File: config.mk
export PLATFORM = sky130hd
export DESIGN_NAME = csc_array
export DESIGN_NICKNAME = d
export VERILOG_FILES = /design/src/source/csc_pkg.sv /design/src/source/csc_array.sv /design/src/source/pixel_collect.sv /design/src/source/ycbcr_lane.sv /design/src/source/pixel_dispatch.sv
export VERILOG_INCLUDE_DIRS = /design/src /design/src/source
export SDC_FILE = /design/constraint.sdc
export NUM_CORES = 1
export LEC_CHECK = 0
export ABC_CLOCK_PERIOD_IN_PS = 11400
export BUFFER_PORTS_ARGS = -buffer_cell sky130_fd_sc_hd__buf_2
export CAP_MARGIN = 25
export CORE_ASPECT_RATIO = 0.75
export CORE_MARGIN = 5
export CORE_UTILIZATION = 50
export DETAILED_ROUTE_END_ITERATION = 10
export GPL_ROUTABILITY_DRIVEN = 0
export PLACE_DENSITY = 0.73
export RECOVER_POWER = 50
export SLEW_MARGIN = 10
export SYNTH_ARGS = -nofsm -noshare
export SYNTH_HDL_FRONTEND = slang
export SYNTH_SLANG_ARGS = --single-unit
File: constraint.sdc
create_clock -name clock -period 11.4 [get_ports clock]
set_clock_uncertainty 0.05 [all_clocks]
set_input_delay 1.14 -clock clock [delete_from_list [all_inputs] [get_ports clock]]
set_output_delay 1.14 -clock clock [all_outputs]
set_load 0.1 [all_outputs]
File: src/source/csc_params.svh
`ifndef CSC_PARAMS_SVH
`define CSC_PARAMS_SVH

// lane array size
`define CSC_NUM_LANES 4
// result slots per lane in the collector
`define CSC_LANE_DEPTH 4

// BT.601 matrix, scaled by 2^11
`define CSC_COEF_Y 14'sd2383
`define CSC_COEF_R_CR 14'sd3269
`define CSC_COEF_G_CR 14'sd1665
`define CSC_COEF_G_CB 14'sd803
`define CSC_COEF_B_CB 14'sd4131

// legal video range of the input samples
`define CSC_CLAMP_LO 16
`define CSC_CLAMP_HI 235

`endif
File: src/source/csc_pkg.sv
package csc_pkg;

	// format flag sent with each pixel
	typedef enum logic {
		PIX_FULL = 1'b0,
		PIX_COMPACT = 1'b1
	} pixel_format_t;

	// three full 8-bit samples
	typedef struct packed {
		logic [7:0] y;
		logic [7:0] cb;
		logic [7:0] cr;
	} pixel_full_t;

	// 18-bit packed sample, top bits unused
	typedef struct packed {
		logic [5:0] pad;
		logic [7:0] y;
		logic [4:0] cr;
		logic [4:0] cb;
	} pixel_compact_t;

	// one input word, read by format
	typedef union packed {
		pixel_full_t full;
		pixel_compact_t compact;
	} pixel_word_t;

	typedef struct packed {
		logic [7:0] r;
		logic [7:0] g;
		logic [7:0] b;
	} rgb_sample_t;

endpackage

File: src/source/csc_array.sv
`timescale 1ns/10ps
`include "csc_params.svh"

module csc_array (
	input logic clock,
	input logic reset,
	input logic in_valid,
	input csc_pkg::pixel_word_t in_pixel,
	input csc_pkg::pixel_format_t in_format,
	output logic in_credit,
	input logic out_credit,
	output logic out_valid,
	output csc_pkg::rgb_sample_t out_rgb
);
	logic [`CSC_NUM_LANES-1:0] lane_valid;
	csc_pkg::pixel_word_t lane_pixel;
	csc_pkg::pixel_format_t lane_format;
	logic [`CSC_NUM_LANES-1:0] res_valid;
	csc_pkg::rgb_sample_t [`CSC_NUM_LANES-1:0] res_rgb;
	logic slot_freed;

	pixel_dispatch dispatch_i (
		.clock(clock),
		.reset(reset),
		.in_valid(in_valid),
		.in_pixel(in_pixel),
		.in_format(in_format),
		.slot_freed(slot_freed),
		.in_credit(in_credit),
		.lane_valid(lane_valid),
		.lane_pixel(lane_pixel),
		.lane_format(lane_format)
	);

	// lanes share the pixel bus, one-hot valid picks the taker
	for (genvar g = 0; g < `CSC_NUM_LANES; g++) begin : lane_gen
		ycbcr_lane lane_i (
			.clock(clock),
			.reset(reset),
			.pixel_valid(lane_valid[g]),
			.pixel(lane_pixel),
			.format(lane_format),
			.res_valid(res_valid[g]),
			.res_rgb(res_rgb[g])
		);
	end

	pixel_collect collect_i (
		.clock(clock),
		.reset(reset),
		.res_valid(res_valid),
		.res_rgb(res_rgb),
		.out_credit(out_credit),
		.out_valid(out_valid),
		.out_rgb(out_rgb),
		.slot_freed(slot_freed)
	);

endmodule

File: src/source/pixel_collect.sv
`timescale 1ns/10ps
`include "csc_params.svh"

module pixel_collect (
	input logic clock,
	input logic reset,
	input logic [`CSC_NUM_LANES-1:0] res_valid,
	input csc_pkg::rgb_sample_t [`CSC_NUM_LANES-1:0] res_rgb,
	input logic out_credit,
	output logic out_valid,
	output csc_pkg::rgb_sample_t out_rgb,
	output logic slot_freed
);
	localparam int NUM_LANES = `CSC_NUM_LANES;
	localparam int DEPTH = `CSC_LANE_DEPTH;
	localparam int LANE_W = $clog2(NUM_LANES);
	localparam int PTR_W = (DEPTH > 1) ? $clog2(DEPTH) : 1;
	localparam int FILL_W = $clog2(DEPTH + 1);
	localparam int CREDIT_W = 8;

	csc_pkg::rgb_sample_t buf_mem [NUM_LANES][DEPTH];
	logic [PTR_W-1:0] wr_ptr [NUM_LANES];
	logic [PTR_W-1:0] rd_ptr [NUM_LANES];
	logic [FILL_W-1:0] fill_count [NUM_LANES];
	logic [LANE_W-1:0] drain_ptr;
	logic [CREDIT_W-1:0] credit_count;
	logic head_ready;

	function automatic logic [PTR_W-1:0] next_slot(input logic [PTR_W-1:0] p);
		return (p == PTR_W'(DEPTH - 1)) ? '0 : p + 1'b1;
	endfunction

	// drain lane waits on an empty head to keep input order
	always_comb begin
		head_ready = (fill_count[drain_ptr] != '0);
		out_valid = head_ready && (credit_count != '0);
		out_rgb = buf_mem[drain_ptr][rd_ptr[drain_ptr]];
	end

	// every send frees one slot upstream
	assign slot_freed = out_valid;

	always_ff @(posedge clock) begin
		for (int i = 0; i < NUM_LANES; i++) begin
			if (res_valid[i])
				buf_mem[i][wr_ptr[i]] <= res_rgb[i];
		end
	end

	always_ff @(posedge clock) begin
		if (reset) begin
			for (int i = 0; i < NUM_LANES; i++) begin
				wr_ptr[i] <= '0;
				rd_ptr[i] <= '0;
				fill_count[i] <= '0;
			end
		end else begin
			for (int i = 0; i < NUM_LANES; i++) begin
				if (res_valid[i])
					wr_ptr[i] <= next_slot(wr_ptr[i]);
				if (out_valid && drain_ptr == LANE_W'(i))
					rd_ptr[i] <= next_slot(rd_ptr[i]);
				fill_count[i] <= fill_count[i] + FILL_W'(res_valid[i])
					- FILL_W'(out_valid && drain_ptr == LANE_W'(i));
			end
		end
	end

	// same lane order as the dispatcher
	always_ff @(posedge clock) begin
		if (reset)
			drain_ptr <= '0;
		else if (out_valid)
			drain_ptr <= (drain_ptr == LANE_W'(NUM_LANES - 1)) ? '0 : drain_ptr + 1'b1;
	end

	// output credits held from downstream
	always_ff @(posedge clock) begin
		if (reset)
			credit_count <= '0;
		else
			credit_count <= credit_count + CREDIT_W'(out_credit) - CREDIT_W'(out_valid);
	end

endmodule

File: src/source/ycbcr_lane.sv
`timescale 1ns/10ps
`include "csc_params.svh"

module ycbcr_lane (
	input logic clock,
	input logic reset,
	input logic pixel_valid,
	input csc_pkg::pixel_word_t pixel,
	input csc_pkg::pixel_format_t format,
	output logic res_valid,
	output csc_pkg::rgb_sample_t res_rgb
);
	logic [7:0] y_raw;
	logic [7:0] cb_raw;
	logic [7:0] cr_raw;
	logic signed [9:0] y_off;
	logic signed [9:0] cb_off;
	logic signed [9:0] cr_off;
	logic signed [23:0] sum_r;
	logic signed [23:0] sum_g;
	logic signed [23:0] sum_b;

	logic s1_valid;
	logic signed [23:0] s1_r;
	logic signed [23:0] s1_g;
	logic signed [23:0] s1_b;

	function automatic logic [7:0] clamp_sample(input logic [7:0] v);
		if (v < `CSC_CLAMP_LO)
			return 8'(`CSC_CLAMP_LO);
		if (v > `CSC_CLAMP_HI)
			return 8'(`CSC_CLAMP_HI);
		return v;
	endfunction

	// scale back down, then limit to one byte
	function automatic logic [7:0] saturate(input logic signed [23:0] sum);
		logic signed [23:0] scaled;
		scaled = sum >>> 11;
		if (scaled < 0)
			return 8'd0;
		if (scaled > 255)
			return 8'd255;
		return scaled[7:0];
	endfunction

	// decode the word by its format
	always_comb begin
		if (format == csc_pkg::PIX_COMPACT) begin
			y_raw = pixel.compact.y;
			// chroma index times 8
			cb_raw = 8'(pixel.compact.cb) * 8'd8;
			cr_raw = 8'(pixel.compact.cr) * 8'd8;
		end else begin
			y_raw = pixel.full.y;
			cb_raw = pixel.full.cb;
			cr_raw = pixel.full.cr;
		end
	end

	// black level and chroma centre removed
	always_comb begin
		y_off = $signed({2'b00, clamp_sample(y_raw)}) - 10'sd16;
		cb_off = $signed({2'b00, clamp_sample(cb_raw)}) - 10'sd128;
		cr_off = $signed({2'b00, clamp_sample(cr_raw)}) - 10'sd128;
	end

	always_comb begin
		sum_r = `CSC_COEF_Y * y_off + `CSC_COEF_R_CR * cr_off;
		sum_g = `CSC_COEF_Y * y_off - `CSC_COEF_G_CR * cr_off - `CSC_COEF_G_CB * cb_off;
		sum_b = `CSC_COEF_Y * y_off + `CSC_COEF_B_CB * cb_off;
	end

	// stage 1: matrix sums
	always_ff @(posedge clock) begin
		if (reset)
			s1_valid <= 1'b0;
		else
			s1_valid <= pixel_valid;
	end

	always_ff @(posedge clock) begin
		if (pixel_valid) begin
			s1_r <= sum_r;
			s1_g <= sum_g;
			s1_b <= sum_b;
		end
	end

	// stage 2: shift and saturate
	always_ff @(posedge clock) begin
		if (reset)
			res_valid <= 1'b0;
		else
			res_valid <= s1_valid;
	end

	always_ff @(posedge clock) begin
		if (s1_valid) begin
			res_rgb.r <= saturate(s1_r);
			res_rgb.g <= saturate(s1_g);
			res_rgb.b <= saturate(s1_b);
		end
	end

endmodule

File: src/source/pixel_dispatch.sv
`timescale 1ns/10ps
`include "csc_params.svh"

module pixel_dispatch (
	input logic clock,
	input logic reset,
	input logic in_valid,
	input csc_pkg::pixel_word_t in_pixel,
	input csc_pkg::pixel_format_t in_format,
	input logic slot_freed,
	output logic in_credit,
	output logic [`CSC_NUM_LANES-1:0] lane_valid,
	output csc_pkg::pixel_word_t lane_pixel,
	output csc_pkg::pixel_format_t lane_format
);
	localparam int NUM_LANES = `CSC_NUM_LANES;
	localparam int TOTAL_SLOTS = `CSC_NUM_LANES * `CSC_LANE_DEPTH;
	localparam int CNT_W = $clog2(TOTAL_SLOTS + 1);
	localparam int LANE_W = $clog2(NUM_LANES);

	logic [CNT_W-1:0] init_count;
	logic [CNT_W-1:0] pending;
	logic [LANE_W-1:0] lane_ptr;
	logic grant_init;
	logic grant_free;

	// initial grant runs first, freed slots wait behind it
	always_comb begin
		grant_init = (init_count != CNT_W'(TOTAL_SLOTS));
		grant_free = !grant_init && (pending != '0 || slot_freed);
	end

	always_ff @(posedge clock) begin
		if (reset) begin
			init_count <= '0;
			pending <= '0;
			in_credit <= 1'b0;
		end else begin
			in_credit <= grant_init || grant_free;
			if (grant_init)
				init_count <= init_count + 1'b1;
			pending <= pending + CNT_W'(slot_freed) - CNT_W'(grant_free);
		end
	end

	// round-robin steering, one pixel per lane in turn
	always_ff @(posedge clock) begin
		if (reset) begin
			lane_ptr <= '0;
			lane_valid <= '0;
		end else begin
			lane_valid <= in_valid ? (NUM_LANES'(1) << lane_ptr) : '0;
			if (in_valid)
				lane_ptr <= (lane_ptr == LANE_W'(NUM_LANES - 1)) ? '0 : lane_ptr + 1'b1;
		end
	end

	always_ff @(posedge clock) begin
		if (in_valid) begin
			lane_pixel <= in_pixel;
			lane_format <= in_format;
		end
	end

endmodule

==> flow_metrics.py, run 1 <==
metrics = {
    "timing": {
        "rsz0062_at_grt": "false",
        "worst_slack_ns": 2.34,
        "hold_viol": 0,
        "period_share_pct": 79.5,
        "post-route-min-period_ns": 9.06,
        "setup_violations": 0,
        "fin_tns_setup_ns": 0,
        "max_freq_mhz": 110,
        "relSlewSlack_pct": -96.6,
        "maxSlewViolCount": 316,
        "tightest_slew_ns": 2.95,
    },
    "synth": {
        "ys_top_cells_by_area": "edfxtp_1 55%, ha_1 13%, mux4_2 7.4%",
        "synth_ff_type": "edfxtp_1",
        "ys_seq_area_share_pct": 57.4,
        "synth_cell_types": 77,
        "synth_cells": 2553,
        "async_reset_ff_share_pct": 0,
        "synth-edff-count": 677,
        "yosysTopAreaCell": "edfxtp_1",
        "yosys.area.top_type_share_pct": 54.8,
        "yosysMostFrequentCell": "edfxtp_1",
        "yosysWarnings": 0,
        "synthesis.area_sq_um": 37100,
        "synth_seq_cells": 726,
        "avgSynthCellArea_sq_um": 14.5,
        "synthTopCellsByCount": "677 x edfxtp_1, 374 x ha_1, 291 x inv_1, 280 x nor2_1, 122 x mux4_2",
    },
    "cts": {
        "numCtsBuffers": 69,
        "clk_pin_slew_ns": 0.06,
        "cts_setup_buffers": 0,
        "cts_max_level": 3,
        "cts_root_buf": "clkbuf_16",
        "clock_path_buffers": 3,
        "tritoncts": "built",
        "insertion_delay_ns": 0.62,
        "ctsResizeCount": 0,
        "cts_sinks": 726,
        "postCtsHoldBufs": 0,
    },
    "final_layout": {
        "fin_nets": 3126,
        "fillers": 5767,
        "area_delta_synth_final_pct": 9.25,
        "final_layout_size_suffix_gt1_share_pct": 12.5,
        "num_antenna_cells": 0,
    },
    "worst_setup_path": {
        "crit_required_ns": 11.65,
        "slowest_delay_ns": 0.52,
        "path_max_fanout": 47,
        "cpMaxStageDelayCell": "fa_1",
        "arrival_ns": 9.32,
        "cp-end-kind": "flop",
        "path_class": "flop to flop",
        "critPathMostFrequentCell": "ha_1",
        "start_kind": "flop",
    },
    "global_route": {
        "grt_pass1_wl_mm": 130,
        "antenna_found_initial": 0,
        "grt_overflow_total": 0,
        "grt_max_degree": 68,
        "grtUsageTotal_pct": 21.2,
        "grt_pass1_vias": 21473,
    },
    "outcome": {
        "status": "finished with violations",
        "violations": "max-capacitance violations, max-slew violations",
    },
    "route": {
        "routed_wl_mm": 84.9,
        "vias_per_cell": 5.76,
        "ant_nets": 0,
        "drtIter0Drc": 1899,
        "wl_per_cell_um": 23.2,
        "drc": 0,
        "first_pass_iters": 5,
        "vias": 21039,
    },
    "floorplan": {
        "die-height_um": 246,
        "pin_count": 55,
        "die_w_um": 325,
        "initial_core_util_pct": 50.5,
        "rows": 86,
        "dieArea_sq_um": 79800,
        "coreArea_sq_um": 73500,
    },
    "hold_path": {
        "hold_path.class": "flop to flop",
    },
    "placed_design": {
        "pre_cts_ws_ns": 2.44,
        "hpwl_mm": 55.9,
        "port-buffer-count": 54,
    },
    "job": {
        "maxCapViolations": 10,
    },
}
## cell families (layout without fill, tap and decap cells)
group | after synthesis | in the layout | share of synthesized area, %
AO/OA/AOI/OAI | 238 | 238 | 4.38
XOR/XNOR | 95 | 95 | 2.24
adder cells (fa/ha/maj) | 463 | 463 | 17.4
buffers and inverters | 358 | 483 | 3.67
flip-flops | 726 | 726 | 57.4
multiplexers | 142 | 142 | 7.96
other | 2 | 8 | 0.0202
AND/OR/NAND/NOR | 529 | 529 | 6.89
## registers in the layout, summed over array words and instances (netlist names), named ones only
| register | flops |
|---|---|
| collect_i.rd_ptr | 8 |
| collect_i.buf_mem | 384 |
| lane_gen.lane_i.res_rgb | 96 |
| dispatch_i.lane_pixel | 24 |
| collect_i.fill_count | 12 |
| collect_i.drain_ptr | 2 |
| dispatch_i.lane_ptr | 2 |
| dispatch_i.lane_valid | 4 |
| lane_gen.lane_i.s1_valid | 4 |
| lane_gen.lane_i.res_valid | 4 |
| dispatch_i.init_count | 5 |
| dispatch_i.in_credit | 1 |
| dispatch_i.lane_format | 1 |
| collect_i.wr_ptr | 8 |
| dispatch_i.pending | 5 |
| lane_gen.lane_i.s1_b | 52 |
| collect_i.credit_count | 8 |
| lane_gen.lane_i.s1_r | 52 |
| lane_gen.lane_i.s1_g | 52 |
## final timing paths
| path | depth (start not counted) | slack [ns] | from | to |
|---|---|---|---|---|
| setup / recovery | 32 | 2.34 | dispatch_i.lane_format | lane_gen[3].lane_i.s1_g[22] |
| hold / removal | 0 | 0.43 | lane_gen[1].lane_i.res_rgb[7] | collect_i.buf_mem[1][55] |
| setup reg to reg | 32 | 2.34 | dispatch_i.lane_format | lane_gen[3].lane_i.s1_g[22] |
| hold reg to reg | 0 | 0.43 | lane_gen[1].lane_i.res_rgb[7] | collect_i.buf_mem[1][55] |
## layer usage
metal	global-route usage, %	up-vias	wire length [um]
met3	3.06	126	6140
li1	-	9470	-
met4	4.70	0	1720
met2	35.1	898	40600
met1	30.3	10545	36400
met5	0	-	0
## layout make-up
cell class | count | area (sq um) | area share [%]
Inverter | 293 | 1100 | 2.71
Multi-Input combinational cell | 1475 | 14500 | 35.7
Clock inverter | 34 | 249 | 0.614
Sequential cell | 726 | 21300 | 52.6
Clock buffer | 87 | 1830 | 4.50
Tap cell | 968 | 1210 | 2.99
Timing Repair Buffer | 69 | 359 | 0.886
## through the flow
step / hold slack [ns] / util (%) / instance area (sq um) / cells
after global placement: 0.422 / 52.3 / 38500 / 3526
after global routing: 0.454 / 55.2 / 40500 / 3652
after detailed placement: 0.435 / 52.4 / 38500 / 3528
after floorplan: 0.397 / - / 37100 / 2559
final: 0.430 / 55.2 / 40500 / 3652
after CTS: 0.442 / 55.2 / 40600 / 3649
## worst max-delay path, delay by kind of cell, from the launching register on
family,cells,cell delay (ns)
buf+inv,5,0.69
compound gates,13,3.49
xor+xnor,2,0.47
simple gates,4,0.65
flops,1,0.32
fa+ha+maj,8,3.14
## layout by cell type, fill, tap and decap left out, types with 9 or more instances in the layout
master | Yosys | layout
and2_2 | 0 | 16
nor4b_1 | 9 | 9
xnor2_1 | 57 | 57
a211oi_1 | 10 | 10
clkbuf_16 | 0 | 70
buf_4 | 1 | 9
o21bai_1 | 13 | 13
nand2b_1 | 19 | 19
clkinv_2 | 0 | 10
ha_1 | 374 | 374
fa_1 | 89 | 89
inv_1 | 291 | 291
a21o_1 | 32 | 32
mux2i_1 | 15 | 15
or2_2 | 12 | 12
clkinv_1 | 0 | 15
nor3_1 | 28 | 28
a21oi_1 | 66 | 66
dfxtp_1 | 49 | 47
edfxtp_1 | 677 | 677
clkbuf_1 | 34 | 23
o21a_1 | 19 | 19
or4_1 | 12 | 12
nand3_1 | 21 | 21
nor2b_1 | 25 | 25
mux4_2 | 122 | 121
xor2_1 | 38 | 38
nor2_1 | 280 | 280
o21ai_0 | 41 | 41
nand2_1 | 46 | 46
buf_2 | 6 | 53
Power of run 1 is not shown: default switching activity piles up to over one toggle a cycle in this logic, so the estimate is an artifact.
==> inputs of run 2 (changes only) <==
- ABC_CLOCK_PERIOD_IN_PS: 11400 -> 8200
- PLACE_DENSITY: 0.73 -> 0.75
- clock period: 11.4 -> 8.2 ns (I/O delays scaled with it)
==> flow_metrics.py, run 2 (same netlist as run 1, synthesis figures left out) <==
metrics = {
    "cts": {
        "clk_pin_slew_ns": 0.08,
        "cts_root_buf": "clkbuf_16",
        "tritoncts": "built",
        "postCtsHoldBufs": 0,
        "insertion_delay_ns": 0.62,
        "numCtsBuffers": 69,
        "clock_path_buffers": 3,
        "cts_sinks": 726,
        "cts_max_level": 3,
    },
    "global_route": {
        "grtUsageTotal_pct": 21.4,
        "antenna_found_initial": 1,
        "grt_pass1_vias": 21626,
        "grt_max_degree": 68,
        "grt_overflow_total": 0,
        "grt_pass1_wl_mm": 130,
    },
    "worst_setup_path": {
        "worstSetupStartpoint": "dispatch_i.lane_format",
        "arrival_ns": 8.16,
        "crit_required_ns": 8.50,
        "critPathMostFrequentCell": "inv_1",
        "slowest_delay_ns": 0.53,
        "crit_buf_inv": 9,
        "start_kind": "flop",
        "cpMaxStageDelayCell": "fa_1",
        "r2r-start": "dispatch_i.lane_format",
        "path_max_fanout": 5,
        "path_class": "flop to flop",
        "critical-path-top-delay-family": "adder cells",
        "cp-end-kind": "flop",
    },
    "timing": {
        "maxSlewViolCount": 290,
        "hold_viol": 0,
        "period_share_pct": 95.8,
        "relSlewSlack_pct": -94.3,
        "setup_violations": 0,
        "post-route-min-period_ns": 7.86,
        "worst_slack_ns": 0.340,
        "tightest_slew_ns": 2.91,
        "max_freq_mhz": 127,
    },
    "route": {
        "first_pass_iters": 5,
        "drc": 0,
        "top_layer": "met5",
        "drtIter0Drc": 2273,
        "drt-met1-wl_mm": 34.7,
        "ant_nets": 0,
        "vias_per_cell": 5.72,
        "routed_wl_mm": 85.5,
        "vias": 21192,
        "wl_met3_mm": 7.39,
        "wl_per_cell_um": 23.1,
        "wl_met2_mm": 41.1,
    },
    "placed_design": {
        "hpwl_mm": 55.9,
        "pre_cts_ws_ns": 0.0725,
        "port-buffer-count": 54,
    },
    "final_layout": {
        "layout_commonest_cell": "edfxtp_1",
        "mostFrequentLayoutCells": "677 x edfxtp_1, 373 x ha_1, 291 x inv_1",
        "largest_reg_flops": 384,
        "final_layout_size_suffix_gt1_share_pct": 15.2,
        "fin_nets": 3175,
        "num_antenna_cells": 0,
        "area_delta_synth_final_pct": 11.3,
    },
    "floorplan": {
        "coreArea_sq_um": 73500,
        "die_w_um": 325,
        "die-height_um": 246,
        "dieArea_sq_um": 79800,
        "rows": 86,
        "pin_count": 55,
        "initial_core_util_pct": 50.5,
    },
    "hold_path": {
        "hp-start": "in_pixel[8]",
        "hold_path.class": "input pin to flop",
    },
    "outcome": {
        "violations": "max-capacitance violations, max-slew violations",
        "status": "finished with violations",
    },
    "job": {
        "maxCapViolations": 9,
    },
}
[run 2: cell types whose count changed in the layout (fill, tap and decap cells not counted), sizes merged]
cell / before / now
bufinv: 2 / 10
clkinv: 27 / 22
buf: 62 / 108
clkinvlp: 0 / 3
[run 2: timing repair]
action / CTS / global route
pin swaps: 1 / 7
setup endpoints to repair: 4 / 92
buffers inserted: 2 / 3
gates resized for setup: 0 / 31
[run 2: path summary, 6_finish.rpt]
check / cells after the start / to / slack [ns]
worst max-delay path: 35 / lane_gen[0].lane_i.s1_g[22] / 0.34
worst min-delay path: 1 / dispatch_i.lane_pixel[8] / 0.31
worst min register to register: 0 / collect_i.buf_mem[3][38] / 0.44
worst max register to register: 35 / lane_gen[0].lane_i.s1_g[22] / 0.34
[run 2: layout make-up]
class                           instances  area (sq um)
Inverter                              293          1100
Multi-Input combinational cell       1475         14600
Sequential cell                       726         21300
Fill cell                            5510         32200
Clock buffer                           84          1810
Timing Repair Buffer                  118           737
Tap cell                              968          1210
Clock inverter                         40           528
[run 2: layer usage]
metal | global-route usage, % | vias to the layer above
met5 | 0 | -
met4 | 5.63 | 2
met3 | 4.58 | 153
met2 | 35.7 | 1015
met1 | 29.0 | 10476
li1 | - | 9546
[run 2: metrics by stage]
step	cell area, sq um	hold slack [ns]	utilization, %	instances	setup TNS [ns]
floorplan	37100	0.397	-	2559	0
global placement	38800	0.418	52.8	3570	0
detailed placement	38900	0.432	52.9	3573	0
CTS	41200	0.280	56.1	3699	0
global route	41300	0.274	56.2	3704	-0.412
finish	41300	0.315	56.2	3704	0
Power of run 2 is left out for the same reason.
==> inputs of run 3 (changes only) <==
- CORE_UTILIZATION: 50 -> 27
- PLACE_DENSITY: 0.75 -> 0.49
==> flow_metrics.py, run 3 (same netlist as run 1, synthesis figures left out) <==
metrics = {
    "floorplan": {
        "dieArea_sq_um": 145000,
        "rows": 117,
        "die_w_um": 438,
        "initial_core_util_pct": 27.3,
        "pin_count": 55,
        "coreArea_sq_um": 136000,
        "die-height_um": 331,
    },
    "worst_setup_path": {
        "r2r-start": "dispatch_i.lane_format",
        "critical-path-top-delay-family": "adder cells",
        "critPathCapture": "lane_gen[1].lane_i.s1_g[21]",
        "crit_cells": 34,
        "cp-end-kind": "flop",
        "crit_buf_inv": 8,
        "slowest_delay_ns": 0.54,
        "path_class": "flop to flop",
        "arrival_ns": 8.11,
        "cpMaxStageDelayCell": "fa_1",
        "path_max_fanout": 15,
        "r2r_cells": 34,
        "r2r_setup_slack_ns": 0.41,
        "worstSetupStartpoint": "dispatch_i.lane_format",
        "crit_required_ns": 8.53,
        "start_kind": "flop",
        "r2r-end": "lane_gen[1].lane_i.s1_g[21]",
    },
    "timing": {
        "fin_tns_setup_ns": 0,
        "setup_violations": 0,
        "post-route-min-period_ns": 7.79,
        "maxSlewViolCount": 333,
        "period_share_pct": 94.9,
        "relSlewSlack_pct": -113,
        "tightest_slew_ns": 3.20,
        "hold_slack_ns": 0.309,
        "hold_viol": 0,
        "max_freq_mhz": 128,
    },
    "outcome": {
        "violations": "max-capacitance violations, max-slew violations",
        "status": "finished with violations",
    },
    "global_route": {
        "grt_max_degree": 68,
        "grt_pass1_wl_mm": 132,
        "grtUsageTotal_pct": 12.1,
        "grt_pass1_vias": 20292,
        "antenna_found_initial": 3,
        "grt_overflow_total": 0,
    },
    "final_layout": {
        "area_delta_synth_final_pct": 14.7,
        "layout_commonest_cell": "edfxtp_1",
        "final_layout_size_suffix_gt1_share_pct": 15.6,
        "largest_reg_flops": 384,
        "mostFrequentLayoutCells": "677 x edfxtp_1, 372 x ha_1, 291 x inv_1",
        "fin_nets": 3212,
    },
    "route": {
        "drtIter0Drc": 1353,
        "routed_wl_mm": 87.0,
        "ant_nets": 0,
        "first_pass_iters": 5,
        "vias_per_cell": 4.37,
        "drc": 0,
        "wl_per_cell_um": 19.1,
        "vias": 19962,
    },
    "placed_design": {
        "port-buffer-count": 54,
        "hpwl_mm": 61.4,
    },
    "job": {
        "maxCapViolations": 10,
    },
    "cts": {
        "insertion_delay_ns": 0.65,
        "cts_max_level": 3,
        "numCtsBuffers": 74,
        "clock_path_buffers": 3,
        "tritoncts": "built",
        "clk_pin_slew_ns": 0.06,
        "cts_sinks": 726,
        "postCtsHoldBufs": 0,
        "cts_root_buf": "clkbuf_16",
    },
    "hold_path": {
        "hold_path.class": "input pin to flop",
    },
}
run 3: changes by cell type in the layout (fill, tap and decap cells not counted), moves of 3 or more:
cell / before / now
buf_4: 57 / 87
and2_2: 16 / 0
clkinv_1: 7 / 20
o21ai_0: 35 / 38
clkinv_16: 1 / 4
clkbuf_16: 70 / 74
a21oi_2: 6 / 10
bufinv_16: 10 / 3
and2_1: 5 / 21
a21oi_1: 62 / 58
o21ai_1: 6 / 2
clkbuf_1: 22 / 28
run 3: worst min path at each step:
stage	start	slack, ns	cells after the start	to
global route	in_pixel[7]	0.26	1	dispatch_i.lane_pixel[7]
detailed placement	dispatch_i.lane_ptr[1]	0.43	2	dispatch_i.lane_valid[2]
finish	in_pixel[19]	0.31	1	dispatch_i.lane_pixel[19]
floorplan	dispatch_i.lane_ptr[1]	0.40	1	dispatch_i.lane_valid[1]
CTS	in_pixel[1]	0.24	1	dispatch_i.lane_pixel[1]
global placement	lane_gen[2].lane_i.res_rgb[20]	0.44	0	collect_i.buf_mem[2][44]
run 3: worst register-to-register path: cells and delay by family (launching register included):
kind | cells | cell delay [ns]
AND/OR/NAND/NOR | 5 | 0.84
buffers and inverters | 8 | 0.95
adder cells (fa/ha/maj) | 8 | 3.18
AO/OA/AOI/OAI | 11 | 1.89
XOR/XNOR | 2 | 0.25
flip-flops | 1 | 0.38
run 3: per-stage QoR:
stage,util [%],setup slack [ns],cell area [sq um],std cells
global route,31.3,-0.0210,42600,4563
finish,31.3,0.414,42600,4564
detailed placement,29.5,-0.0639,40100,4424
CTS,31.2,0.0109,42500,4560
floorplan,-,0.383,37100,2559
global placement,29.4,0.0406,40000,4421
run 3: cell type report:
class                   count  area [sq um]
diodes                      1          2.50
fillers                 13518         93600
multi-input cells        1475         14600
clock buffers              91          1940
well taps                1785          2230
repair buffers            150           958
clock inverters            43           397
inverters                 293          1100
flip-flops and latches    726         21300
run 3: repair_timing:
action | CTS | global route
pin swaps | 2 | 10
buffers inserted | 2 | 2
resized for setup | 1 | 34
setup endpoints to repair | 24 | 92
run 3: layer usage:
layer  global-route usage (%)  wire [um]
met5                        0          0
met4                     2.14       1230
met3                     1.99       3720
met2                     18.0      37000
met1                     18.6      45100
Power of run 3 is left out for the same reason.
